$ cat config.mk
export PLATFORM = sky130hd
export DESIGN_NAME = rv32i_core_top
export DESIGN_NICKNAME = d
export VERILOG_FILES = /design/src/hdl/rv32i_pkg.sv /design/src/hdl/pipeline_pkg.sv /design/src/hdl/pipe_ctrl.sv /design/src/hdl/perf_counter.sv /design/src/hdl/fetch_stage.sv /design/src/hdl/decode_stage.sv /design/src/hdl/stage_regs.sv /design/src/hdl/execute_stage.sv /design/src/hdl/rv32i_core_top.sv
export SDC_FILE = /design/constraint.sdc
export NUM_CORES = 2
export LEC_CHECK = 0
export ABC_AREA = 0
export BUFFER_PORTS_ARGS = -buffer_cell sky130_fd_sc_hd__buf_4
export CORE_MARGIN = 5
export CORE_UTILIZATION = 40
export CTS_BUF_LIST = sky130_fd_sc_hd__clkbuf_2 sky130_fd_sc_hd__clkbuf_4 sky130_fd_sc_hd__clkbuf_8
export CTS_CLUSTER_DIAMETER = 30
export CTS_CLUSTER_SIZE = 14
export DETAILED_ROUTE_END_ITERATION = 7
export SETUP_SLACK_MARGIN = 0.15
export SLEW_MARGIN = 20
export SYNTH_ARGS = -nofsm -noshare
export SYNTH_HDL_FRONTEND = slang
export SYNTH_HIERARCHICAL = 1
export SYNTH_SLANG_ARGS = --single-unit
$ cat constraint.sdc
create_clock -name clk -period 5.4 [get_ports clk]
set_clock_uncertainty 0.1 [all_clocks]
set_input_delay 0 -clock clk [delete_from_list [all_inputs] [get_ports clk]]
set_output_delay 0 -clock clk [all_outputs]
set_load 0.02 [all_outputs]
$ cat src/hdl/rv32i_pkg.sv
package rv32i_pkg;

    typedef logic [31:0] rv32i_word;
    typedef logic [4:0]  rv32i_reg;

    // ====================================================================
    // opcodes and function codes
    // ====================================================================

    typedef enum logic [6:0] {
        op_lui    = 7'b0110111,
        op_auipc  = 7'b0010111,
        op_jal    = 7'b1101111,
        op_br     = 7'b1100011,
        op_imm    = 7'b0010011,
        op_reg    = 7'b0110011,
        op_system = 7'b1110011
    } rv32i_opcode;

    typedef enum logic [2:0] {
        f3_add  = 3'b000,
        f3_sll  = 3'b001,
        f3_slt  = 3'b010,
        f3_sltu = 3'b011,
        f3_xor  = 3'b100,
        f3_sr   = 3'b101,
        f3_or   = 3'b110,
        f3_and  = 3'b111
    } arith_funct3_t;

    // funct7 value that selects SUB and SRA.
    localparam logic [6:0] funct7_alt = 7'b0100000;

    localparam rv32i_word ebreak_instr = 32'h0010_0073;

    typedef enum logic [3:0] {
        alu_add,
        alu_sub,
        alu_sll,
        alu_slt,
        alu_sltu,
        alu_xor,
        alu_srl,
        alu_sra,
        alu_or,
        alu_and
    } alu_ops;

    // the encoding matches the branch funct3 field.
    typedef enum logic [2:0] {
        beq  = 3'b000,
        bne  = 3'b001,
        blt  = 3'b100,
        bge  = 3'b101,
        bltu = 3'b110,
        bgeu = 3'b111
    } cmp_ops;

    // ====================================================================
    // instruction formats
    // ====================================================================

    typedef struct packed {
        logic [6:0] funct7;
        rv32i_reg   rs2;
        rv32i_reg   rs1;
        logic [2:0] funct3;
        rv32i_reg   rd;
        logic [6:0] opcode;
    } r_fmt_t;

    typedef struct packed {
        logic [11:0] imm;
        rv32i_reg    rs1;
        logic [2:0]  funct3;
        rv32i_reg    rd;
        logic [6:0]  opcode;
    } i_fmt_t;

    typedef struct packed {
        logic [6:0] imm_hi;
        rv32i_reg   rs2;
        rv32i_reg   rs1;
        logic [2:0] funct3;
        logic [4:0] imm_lo;
        logic [6:0] opcode;
    } sb_fmt_t;

    typedef struct packed {
        logic [19:0] imm;
        rv32i_reg    rd;
        logic [6:0]  opcode;
    } uj_fmt_t;

    typedef union packed {
        r_fmt_t  r;
        i_fmt_t  i;
        sb_fmt_t sb;
        uj_fmt_t uj;
    } instr_u;

endpackage

$ cat src/hdl/pipeline_pkg.sv
package pipeline_pkg;

    import rv32i_pkg::*;

    typedef enum logic {
        rs1_out,
        pc_out
    } alumux1_sel_t;

    typedef enum logic [1:0] {
        i_imm,
        u_imm,
        j_imm,
        rs2_out
    } alumux2_sel_t;

    typedef enum logic {
        alu_out,
        pc_plus4
    } regfilemux_sel_t;

    typedef struct packed {
        rv32i_word pc;
        rv32i_word instr;
        logic      valid;
    } if_id_t;

    typedef struct packed {
        rv32i_word       pc;
        rv32i_word       rs1_val;
        rv32i_word       rs2_val;
        rv32i_word       imm;
        rv32i_reg        rs1;
        rv32i_reg        rs2;
        rv32i_reg        rd;
        alu_ops          aluop;
        cmp_ops          cmpop;
        alumux1_sel_t    alumux1_sel;
        alumux2_sel_t    alumux2_sel;
        logic            is_branch;
        logic            is_jump;
        logic            load_regfile;
        regfilemux_sel_t regfilemux_sel;
        logic            valid;
    } id_ex_t;

    typedef struct packed {
        rv32i_reg  rd;
        rv32i_word result;
        logic      load_regfile;
        logic      valid;
    } ex_wb_t;

    // addi x0, x0, 0.
    localparam rv32i_word nop_instr = 32'h0000_0013;

    localparam int drain_cycles = 2;

endpackage

$ cat src/hdl/pipe_ctrl.sv
`timescale 1ns/1ps

module pipe_ctrl
    import pipeline_pkg::*;
(
    input  logic clk,
    input  logic rst,
    input  logic start,
    input  logic ebreak_seen,
    input  logic redirect,
    output logic fetch_en,
    output logic running,
    output logic halted
);

    typedef enum logic [1:0] {
        st_idle,
        st_run,
        st_drain,
        st_halted
    } state_t;

    state_t     state;
    logic [1:0] drain_cnt;
    logic       stop;

    // an EBREAK behind a taken branch is about to be squashed.
    assign stop = ebreak_seen && !redirect;

    always_ff @(posedge clk) begin
        if (rst) begin
            state     <= st_idle;
            drain_cnt <= '0;
        end else begin
            case (state)
                st_idle: begin
                    if (start) begin
                        state <= st_run;
                    end
                end
                st_run: begin
                    if (stop) begin
                        state     <= st_drain;
                        drain_cnt <= 2'(drain_cycles);
                    end
                end
                st_drain: begin
                    if (drain_cnt == 2'd1) begin
                        state <= st_halted;
                    end else begin
                        drain_cnt <= drain_cnt - 2'd1;
                    end
                end
                default: begin
                    state <= st_halted;
                end
            endcase
        end
    end

    assign fetch_en = (state == st_run) && !stop;
    assign running  = (state == st_run) || (state == st_drain);
    assign halted   = (state == st_halted);

endmodule

$ cat src/hdl/perf_counter.sv
`timescale 1ns/1ps

module perf_counter
    import rv32i_pkg::*;
(
    input  logic      clk,
    input  logic      rst,
    input  logic      running,
    input  logic      retire,
    output rv32i_word cycle_count,
    output rv32i_word retired_count
);

    always_ff @(posedge clk) begin
        if (rst) begin
            cycle_count   <= '0;
            retired_count <= '0;
        end else begin
            if (running) begin
                cycle_count <= cycle_count + 32'd1;
            end
            if (retire) begin
                retired_count <= retired_count + 32'd1;
            end
        end
    end

endmodule

$ cat src/hdl/fetch_stage.sv
`timescale 1ns/1ps

module fetch_stage
    import rv32i_pkg::*;
(
    input  logic      clk,
    input  logic      rst,
    input  logic      fetch_en,
    input  logic      redirect,
    input  rv32i_word redirect_pc,
    output rv32i_word pc
);

    always_ff @(posedge clk) begin
        if (rst) begin
            pc <= '0;
        end else if (fetch_en) begin
            if (redirect) begin
                pc <= redirect_pc;
            end else begin
                pc <= pc + 32'd4;
            end
        end
    end

endmodule

$ cat src/hdl/decode_stage.sv
`timescale 1ns/1ps

module decode_stage
    import rv32i_pkg::*, pipeline_pkg::*;
(
    input  logic   clk,
    input  logic   rst,
    input  if_id_t if_id,
    input  ex_wb_t wb,
    output id_ex_t id_ex_next,
    output logic   ebreak_seen
);

    instr_u      ir;
    rv32i_opcode opcode;
    rv32i_word   imm_i;
    rv32i_word   imm_b;
    rv32i_word   imm_u;
    rv32i_word   imm_j;
    rv32i_reg    rs1_idx;
    rv32i_word   rs1_val;
    rv32i_word   rs2_val;
    logic        rf_we;
    logic        known;
    logic        writes;
    rv32i_word   regs [32];

    function automatic alu_ops arith_op(logic [2:0] funct3, logic alt);
        case (arith_funct3_t'(funct3))
            f3_add:  return alt ? alu_sub : alu_add;
            f3_sll:  return alu_sll;
            f3_slt:  return alu_slt;
            f3_sltu: return alu_sltu;
            f3_xor:  return alu_xor;
            f3_sr:   return alt ? alu_sra : alu_srl;
            f3_or:   return alu_or;
            f3_and:  return alu_and;
            default: return alu_add;
        endcase
    endfunction

    assign ir     = if_id.instr;
    assign opcode = rv32i_opcode'(ir.r.opcode);

    assign imm_i = {{20{ir.i.imm[11]}}, ir.i.imm};
    assign imm_b = {{20{ir.sb.imm_hi[6]}}, ir.sb.imm_lo[0], ir.sb.imm_hi[5:0],
                    ir.sb.imm_lo[4:1], 1'b0};
    assign imm_u = {ir.uj.imm, 12'b0};
    assign imm_j = {{12{ir.uj.imm[19]}}, ir.uj.imm[7:0], ir.uj.imm[8],
                    ir.uj.imm[18:9], 1'b0};

    assign ebreak_seen = if_id.valid && (opcode == op_system) && (if_id.instr == ebreak_instr);

    // ====================================================================
    // register file
    // ====================================================================

    // LUI reads x0 so that the ALU sees zero plus the immediate.
    assign rs1_idx = (opcode == op_lui) ? '0 : ir.r.rs1;
    assign rf_we   = wb.load_regfile && (wb.rd != '0);

    always_ff @(posedge clk) begin
        if (rst) begin
            for (int i = 0; i < 32; i++) begin
                regs[i] <= '0;
            end
        end else if (rf_we) begin
            regs[wb.rd] <= wb.result;
        end
    end

    // a write in the same cycle is passed straight to the read port.
    assign rs1_val = (rf_we && wb.rd == rs1_idx) ? wb.result : regs[rs1_idx];
    assign rs2_val = (rf_we && wb.rd == ir.r.rs2) ? wb.result : regs[ir.r.rs2];

    // ====================================================================
    // control
    // ====================================================================

    always_comb begin
        id_ex_next                = '0;
        id_ex_next.pc             = if_id.pc;
        id_ex_next.rs1_val        = rs1_val;
        id_ex_next.rs2_val        = rs2_val;
        id_ex_next.imm            = imm_i;
        id_ex_next.rs1            = rs1_idx;
        id_ex_next.rs2            = ir.r.rs2;
        id_ex_next.rd             = ir.r.rd;
        id_ex_next.aluop          = alu_add;
        id_ex_next.cmpop          = beq;
        id_ex_next.alumux1_sel    = rs1_out;
        id_ex_next.alumux2_sel    = i_imm;
        id_ex_next.regfilemux_sel = alu_out;
        known                     = 1'b1;
        writes                    = 1'b1;

        case (opcode)
            op_lui: begin
                id_ex_next.imm         = imm_u;
                id_ex_next.alumux2_sel = u_imm;
            end
            op_auipc: begin
                id_ex_next.imm         = imm_u;
                id_ex_next.alumux1_sel = pc_out;
                id_ex_next.alumux2_sel = u_imm;
            end
            op_jal: begin
                id_ex_next.imm            = imm_j;
                id_ex_next.alumux1_sel    = pc_out;
                id_ex_next.alumux2_sel    = j_imm;
                id_ex_next.is_jump        = 1'b1;
                id_ex_next.regfilemux_sel = pc_plus4;
            end
            op_br: begin
                // the ALU forms the target while the comparator decides.
                id_ex_next.imm         = imm_b;
                id_ex_next.alumux1_sel = pc_out;
                id_ex_next.cmpop       = cmp_ops'(ir.sb.funct3);
                id_ex_next.is_branch   = 1'b1;
                writes                 = 1'b0;
            end
            op_imm: begin
                id_ex_next.aluop = arith_op(ir.i.funct3,
                    (ir.i.funct3 == f3_sr) && (ir.r.funct7 == funct7_alt));
            end
            op_reg: begin
                id_ex_next.aluop       = arith_op(ir.r.funct3, ir.r.funct7 == funct7_alt);
                id_ex_next.alumux2_sel = rs2_out;
            end
            default: begin
                // EBREAK and anything unsupported leave decode as a bubble.
                known  = 1'b0;
                writes = 1'b0;
            end
        endcase

        id_ex_next.valid        = if_id.valid && known;
        id_ex_next.load_regfile = id_ex_next.valid && writes && (ir.r.rd != '0);
    end

endmodule

$ cat src/hdl/stage_regs.sv
`timescale 1ns/1ps

module stage_regs
    import rv32i_pkg::*, pipeline_pkg::*;
(
    input  logic   clk,
    input  logic   rst,
    input  logic   fetch_en,
    input  logic   redirect,
    input  if_id_t if_next,
    input  id_ex_t id_ex_next,
    input  ex_wb_t ex_wb_next,
    output if_id_t if_id,
    output id_ex_t id_ex,
    output ex_wb_t ex_wb
);

    function automatic if_id_t if_id_bubble();
        if_id_t b;
        b       = '0;
        b.instr = nop_instr;
        return b;
    endfunction

    function automatic id_ex_t id_ex_bubble();
        id_ex_t b;
        b                = '0;
        b.aluop          = alu_add;
        b.cmpop          = beq;
        b.alumux1_sel    = rs1_out;
        b.alumux2_sel    = i_imm;
        b.regfilemux_sel = alu_out;
        return b;
    endfunction

    // a redirect squashes the two instructions behind the branch.
    always_ff @(posedge clk) begin
        if (rst || redirect || !fetch_en) begin
            if_id <= if_id_bubble();
        end else begin
            if_id <= if_next;
        end
    end

    always_ff @(posedge clk) begin
        if (rst || redirect) begin
            id_ex <= id_ex_bubble();
        end else begin
            id_ex <= id_ex_next;
        end
    end

    always_ff @(posedge clk) begin
        if (rst) begin
            ex_wb <= '0;
        end else begin
            ex_wb <= ex_wb_next;
        end
    end

endmodule

$ cat src/hdl/execute_stage.sv
`timescale 1ns/1ps

module execute_stage
    import rv32i_pkg::*, pipeline_pkg::*;
(
    input  id_ex_t    id_ex,
    input  ex_wb_t    ex_wb,
    output ex_wb_t    ex_wb_next,
    output logic      redirect,
    output rv32i_word redirect_pc
);

    logic      fwd_ok;
    rv32i_word rs1_fwd;
    rv32i_word rs2_fwd;
    rv32i_word alu_a;
    rv32i_word alu_b;
    rv32i_word alu_result;
    rv32i_word wb_result;
    logic      cmp_true;

    // the instruction in writeback is the only one not yet in the register file.
    assign fwd_ok  = ex_wb.valid && ex_wb.load_regfile;
    assign rs1_fwd = (fwd_ok && id_ex.rs1 != '0 && ex_wb.rd == id_ex.rs1) ?
                     ex_wb.result : id_ex.rs1_val;
    assign rs2_fwd = (fwd_ok && id_ex.rs2 != '0 && ex_wb.rd == id_ex.rs2) ?
                     ex_wb.result : id_ex.rs2_val;

    assign alu_a = (id_ex.alumux1_sel == pc_out) ? id_ex.pc : rs1_fwd;

    always_comb begin
        case (id_ex.alumux2_sel)
            i_imm, u_imm, j_imm: alu_b = id_ex.imm;
            default:             alu_b = rs2_fwd;
        endcase
    end

    // ====================================================================
    // ALU and branch comparator
    // ====================================================================

    always_comb begin
        case (id_ex.aluop)
            alu_add:  alu_result = alu_a + alu_b;
            alu_sub:  alu_result = alu_a - alu_b;
            alu_sll:  alu_result = alu_a << alu_b[4:0];
            alu_slt:  alu_result = {31'b0, $signed(alu_a) < $signed(alu_b)};
            alu_sltu: alu_result = {31'b0, alu_a < alu_b};
            alu_xor:  alu_result = alu_a ^ alu_b;
            alu_srl:  alu_result = alu_a >> alu_b[4:0];
            alu_sra:  alu_result = rv32i_word'($signed(alu_a) >>> alu_b[4:0]);
            alu_or:   alu_result = alu_a | alu_b;
            alu_and:  alu_result = alu_a & alu_b;
            default:  alu_result = alu_a + alu_b;
        endcase
    end

    always_comb begin
        case (id_ex.cmpop)
            beq:     cmp_true = (rs1_fwd == rs2_fwd);
            bne:     cmp_true = (rs1_fwd != rs2_fwd);
            blt:     cmp_true = ($signed(rs1_fwd) < $signed(rs2_fwd));
            bge:     cmp_true = ($signed(rs1_fwd) >= $signed(rs2_fwd));
            bltu:    cmp_true = (rs1_fwd < rs2_fwd);
            bgeu:    cmp_true = (rs1_fwd >= rs2_fwd);
            default: cmp_true = 1'b0;
        endcase
    end

    // branches and JAL both take their target from the ALU.
    assign redirect    = id_ex.valid && (id_ex.is_jump || (id_ex.is_branch && cmp_true));
    assign redirect_pc = alu_result;

    assign wb_result = (id_ex.regfilemux_sel == pc_plus4) ? id_ex.pc + 32'd4 : alu_result;

    assign ex_wb_next = '{rd:           id_ex.rd,
                          result:       wb_result,
                          load_regfile: id_ex.load_regfile,
                          valid:        id_ex.valid};

endmodule

$ cat src/hdl/rv32i_core_top.sv
`timescale 1ns/1ps

module rv32i_core_top
    import rv32i_pkg::*, pipeline_pkg::*;
(
    input  logic      clk,
    input  logic      rst,
    input  logic      start,
    output rv32i_word imem_addr,
    input  rv32i_word imem_rdata,
    output logic      wb_valid,
    output rv32i_reg  wb_rd,
    output rv32i_word wb_data,
    output logic      halted,
    output rv32i_word cycle_count,
    output rv32i_word retired_count
);

    logic      fetch_en;
    logic      running;
    logic      redirect;
    logic      ebreak_seen;
    rv32i_word pc;
    rv32i_word redirect_pc;
    if_id_t    if_next;
    if_id_t    if_id;
    id_ex_t    id_ex_next;
    id_ex_t    id_ex;
    ex_wb_t    ex_wb_next;
    ex_wb_t    ex_wb;

    assign imem_addr = pc;
    assign if_next   = '{pc: pc, instr: imem_rdata, valid: 1'b1};

    // load_regfile is only set for valid writes to a nonzero register.
    assign wb_valid  = ex_wb.load_regfile;
    assign wb_rd     = ex_wb.rd;
    assign wb_data   = ex_wb.result;

    pipe_ctrl u_ctrl (.*);

    perf_counter u_perf (.*, .retire(ex_wb.valid));

    fetch_stage u_fetch (.*);

    decode_stage u_decode (.*, .wb(ex_wb));

    stage_regs u_regs (.*);

    execute_stage u_exec (.*);

endmodule

==> flow_summary.yaml <==
pwr:
  total_power_mw: 43.72
  power_density_nw_per_um2: 432.6
  swShare: 0.3831
  vdd_drop_max_mv: 0.3038
  p_sw_mw: 16.75
  power_frac_comb: 0.393
  leakagePower_nw: 37.45
  pwr-share-seq: 0.297
  internal-power_mw: 26.97
  clkPwrFrac: 0.310
synth:
  synthTopCellsByCount: "and2_1 (1028), edfxtp_1 (1024), mux2i_1 (533)"
  synthCells: 7466
  synth_top_family_by_area: "simple AND/OR/NAND/NOR gates"
  yosys-mux-area-fraction: 0.1623
  synth_compound_area_frac: 0.1198
  syn-mean-instance-area_um2: 11.04
  synth-simple-area-share: 0.1795
  synth-edff-count: 1024
  synthFlopType: "edfxtp_1"
  yosys.cell_types.count: 112
  synth-seq-cells: 1386
  yosysMostFrequentCell: "and2_1"
  synth_top_area_share: 0.3732
  synthAdderAreaFrac: 0.02159
  yosysSeqAreaShare: 0.4612
  yosys_warnings: 6
  syn_area_um2: 82390
  ys_async_sr_fraction: 0
  synthXorXnorAreaFrac: 0.009036
  yosysTopAreaCell: "edfxtp_1"
  synthTopCellsByArea: "edfxtp_1 (37%), mux4_2 (8.9%), dfxtp_1 (8.8%)"
sta:
  grt_setup_unrepaired: "yes"
  maxSlewHeadroom: 0.1075
  layout_setup_ws_ns: -0.01751
  period_share: 1.003
  hold_viol_final: 0
  timing.fmax_ghz: 0.1846
  setup_viol: 1
  period_needed_ns: 5.418
  setup_tns_ns: -0.01751
  slew_violations: 0
  worst_slew_pin_slew_ns: 1.339
detailed_routing:
  wl_per_cell_um: 31.90
  finalWirelength_mm: 353.8
  post-route-drc-count: 0
  firstDrtPassIters: 8
  vias: 70245
  ant_nets: 0
  avgViaCountPerCell: 6.334
  drtIter0Drc: 10252
placed_design:
  dpl.hpwl_mm: 231.0
  dp_slack_ns: -0.9050
  gp_congestion: 0.9749
  port_buffers: 169
  placed_cells: 10379
clock_tree:
  clkSinkCount: 1386
  htreeDepth: 5
  cts_root_buffer: "clkbuf_8"
  clock_latency_ns: 1.11
  cts_buffers: 321
  clockBufferDepth: 4
  cts_tree: "built"
  clkTransAtPathRegs_ns: 0.06
final_layout:
  drive_above_1_share: 0.2788
  fin_cells: 11091
  area_delta_synth_final_pct: 22.66
  nNetsFinal: 8326
  fillers: 18282
outcome:
  outcome: "complete, but fails checks"
  violations: "setup timing"
grt:
  antenna_found_initial: 27
  grt-ovfl-total: 0
  grt_pass1_vias: 67998
  grt_pass1_wl_mm: 492.8
  grt_max_degree: 145
  gr-usage-all-layers: 0.3130
worst_hold_path:
  hold_depth: 4
  min_path_type: "primary input to register"
floorplan:
  fp.dieArea_um2: 215200
  die_h_um: 463.9
  num_rows: 166
  core-area_um2: 204800
  fp.dieW_um: 463.9
  start_util: 0.4023
  io_pins: 170
setup_path:
  critPathKind: "register to register"
  crit_required_ns: 6.16
  reg2reg_depth: 24
  cp.arrival_ns: 6.18
  cp-start-kind: "register"
  end_kind: "register"
  cp_max_fo: 6
flow_run:
  maxCapViolations: 0
[worst max-delay path, stage by stage (launching register included)]
cell	delay, ns
dfxtp_4	0.35
buf_6	0.12
xnor2_4	0.15
and3_4	0.22
nand3_4	0.18
buf_12	0.20
mux2i_4	0.19
o21ai_4	0.29
buf_6	0.17
buf_6	0.09
ha_4	0.20
nor2_4	0.11
a221oi_2	0.07
nor3_2	0.26
o22a_1	0.24
a21oi_2	0.09
buf_6	0.13
a221o_1	0.38
a221oi_4	0.41
buf_4	0.20
o211ai_1	0.12
or3_1	0.34
buf_4	0.19
mux2_2	0.26
nor2b_1	0.12
[layout make-up]
type / count / area [µm²] / share of cell area
antenna: 14 / 35.03 / 0.0003467
tap: 2688 / 3363 / 0.03328
timing repair buffer: 1071 / 9141 / 0.09045
multi-input combinational: 5223 / 42780 / 0.4233
clock inverter: 200 / 2288 / 0.02264
clock buffer: 362 / 4832 / 0.04781
sequential: 1386 / 38060 / 0.3766
inverter: 147 / 561.8 / 0.005559
[per-stage QoR]
step | hold WS, ns | utilization | area, µm²
final | 0.1829 | 0.4935 | 101100
after floorplan | 0.003460 | - | 82590
after global placement | 0.1189 | 0.4417 | 90450
after CTS | 0.1030 | 0.4832 | 98960
after global routing | 0.1546 | 0.4934 | 101000
after detailed placement | 0.1175 | 0.4418 | 90470
[path summary, 6_finish.rpt]
kind	slack, ns	to	startpoint
min	0.18	u_regs/if_id[5]	imem_rdata[4]
min reg2reg	0.33	u_regs/id_ex[127]	u_regs/if_id[34]
max reg2reg	-0.02	u_regs/ex_wb[19]	u_regs/id_ex[20]
max	-0.02	u_regs/ex_wb[19]	u_regs/id_ex[20]
[what timing repair did]
| action | in CTS | in global routing |
|---|---|---|
| hold endpoints to repair | 216 | 0 |
| hold buffers | 68 | 0 |
| resized for setup | 127 | 294 |
| pin swaps | 39 | 122 |
| endpoints found under the setup margin | 272 | 266 |
| setup buffers | 13 | 44 |
| cloned | 1 | 10 |
[sequential cells by signal, summed over array words and instances, names as in the netlist]
signal,flops
u_ctrl/drain_cnt,2
u_ctrl/state,2
u_decode/regs,1024
u_fetch/pc,32
u_perf/cycle_count,32
u_perf/retired_count,32
u_regs/ex_wb,39
u_regs/id_ex,158
u_regs/if_id,65
[layout by cell type, fill, tap and decap left out, types with 48 or more instances in the layout]
cell           netlist  layout
nor2_1             267     226
nor3_1              70      56
nor3b_1            161     159
clkbuf_8             0     338
mux4_2             324     324
mux2_2              63      63
nand3_1             93      84
nor2b_1             64      61
a22oi_1             61      55
dlygate4sd3_1        0      68
a211oi_1            91      86
o31ai_1             69      58
clkinv_2             0      48
a21oi_1            394     377
nand4_1             84      84
o22a_1              94      94
nand2_1            462     454
dfxtp_1            362     338
mux2i_1            533     521
buf_4               66     901
inv_1              135     124
and2_1            1028    1024
ha_1               139     120
o21ai_0            237     209
edfxtp_1          1024    1024
o22ai_1             96      95
o211ai_1            59      59
[power by group through the flow]
stage                     Combinational, mW  Sequential, mW  Clock (mW)
after floorplan                        7.83            12.7           0
after global placement                 15.2            13.1           0
after detailed placement               15.2            13.1           0
after CTS                              15.6            12.9        13.7
after global routing                   17.7            13.0        14.2
final                                  17.2            13.0        13.6
[cells by family (layout without fill, tap and decap cells)]
kind of cell | count (synthesis) | count (layout)
AND/OR/NAND/NOR | 2569 | 2569
AO/OA/AOI/OAI | 1473 | 1473
flip-flops | 1386 | 1386
multiplexers | 922 | 922
buffers and inverters | 888 | 1780
adder cells (fa/ha/maj) | 141 | 141
XOR/XNOR | 85 | 85
other | 2 | 47
[metal layers]
metal | wire (µm) | track usage
met3 | 41160 | 0.08168
met5 | 76 | 0
met4 | 19210 | 0.1465
met2 | 154400 | 0.4750
met1 | 138900 | 0.4191
No activity file was read; power rests on OpenSTA's default activity.
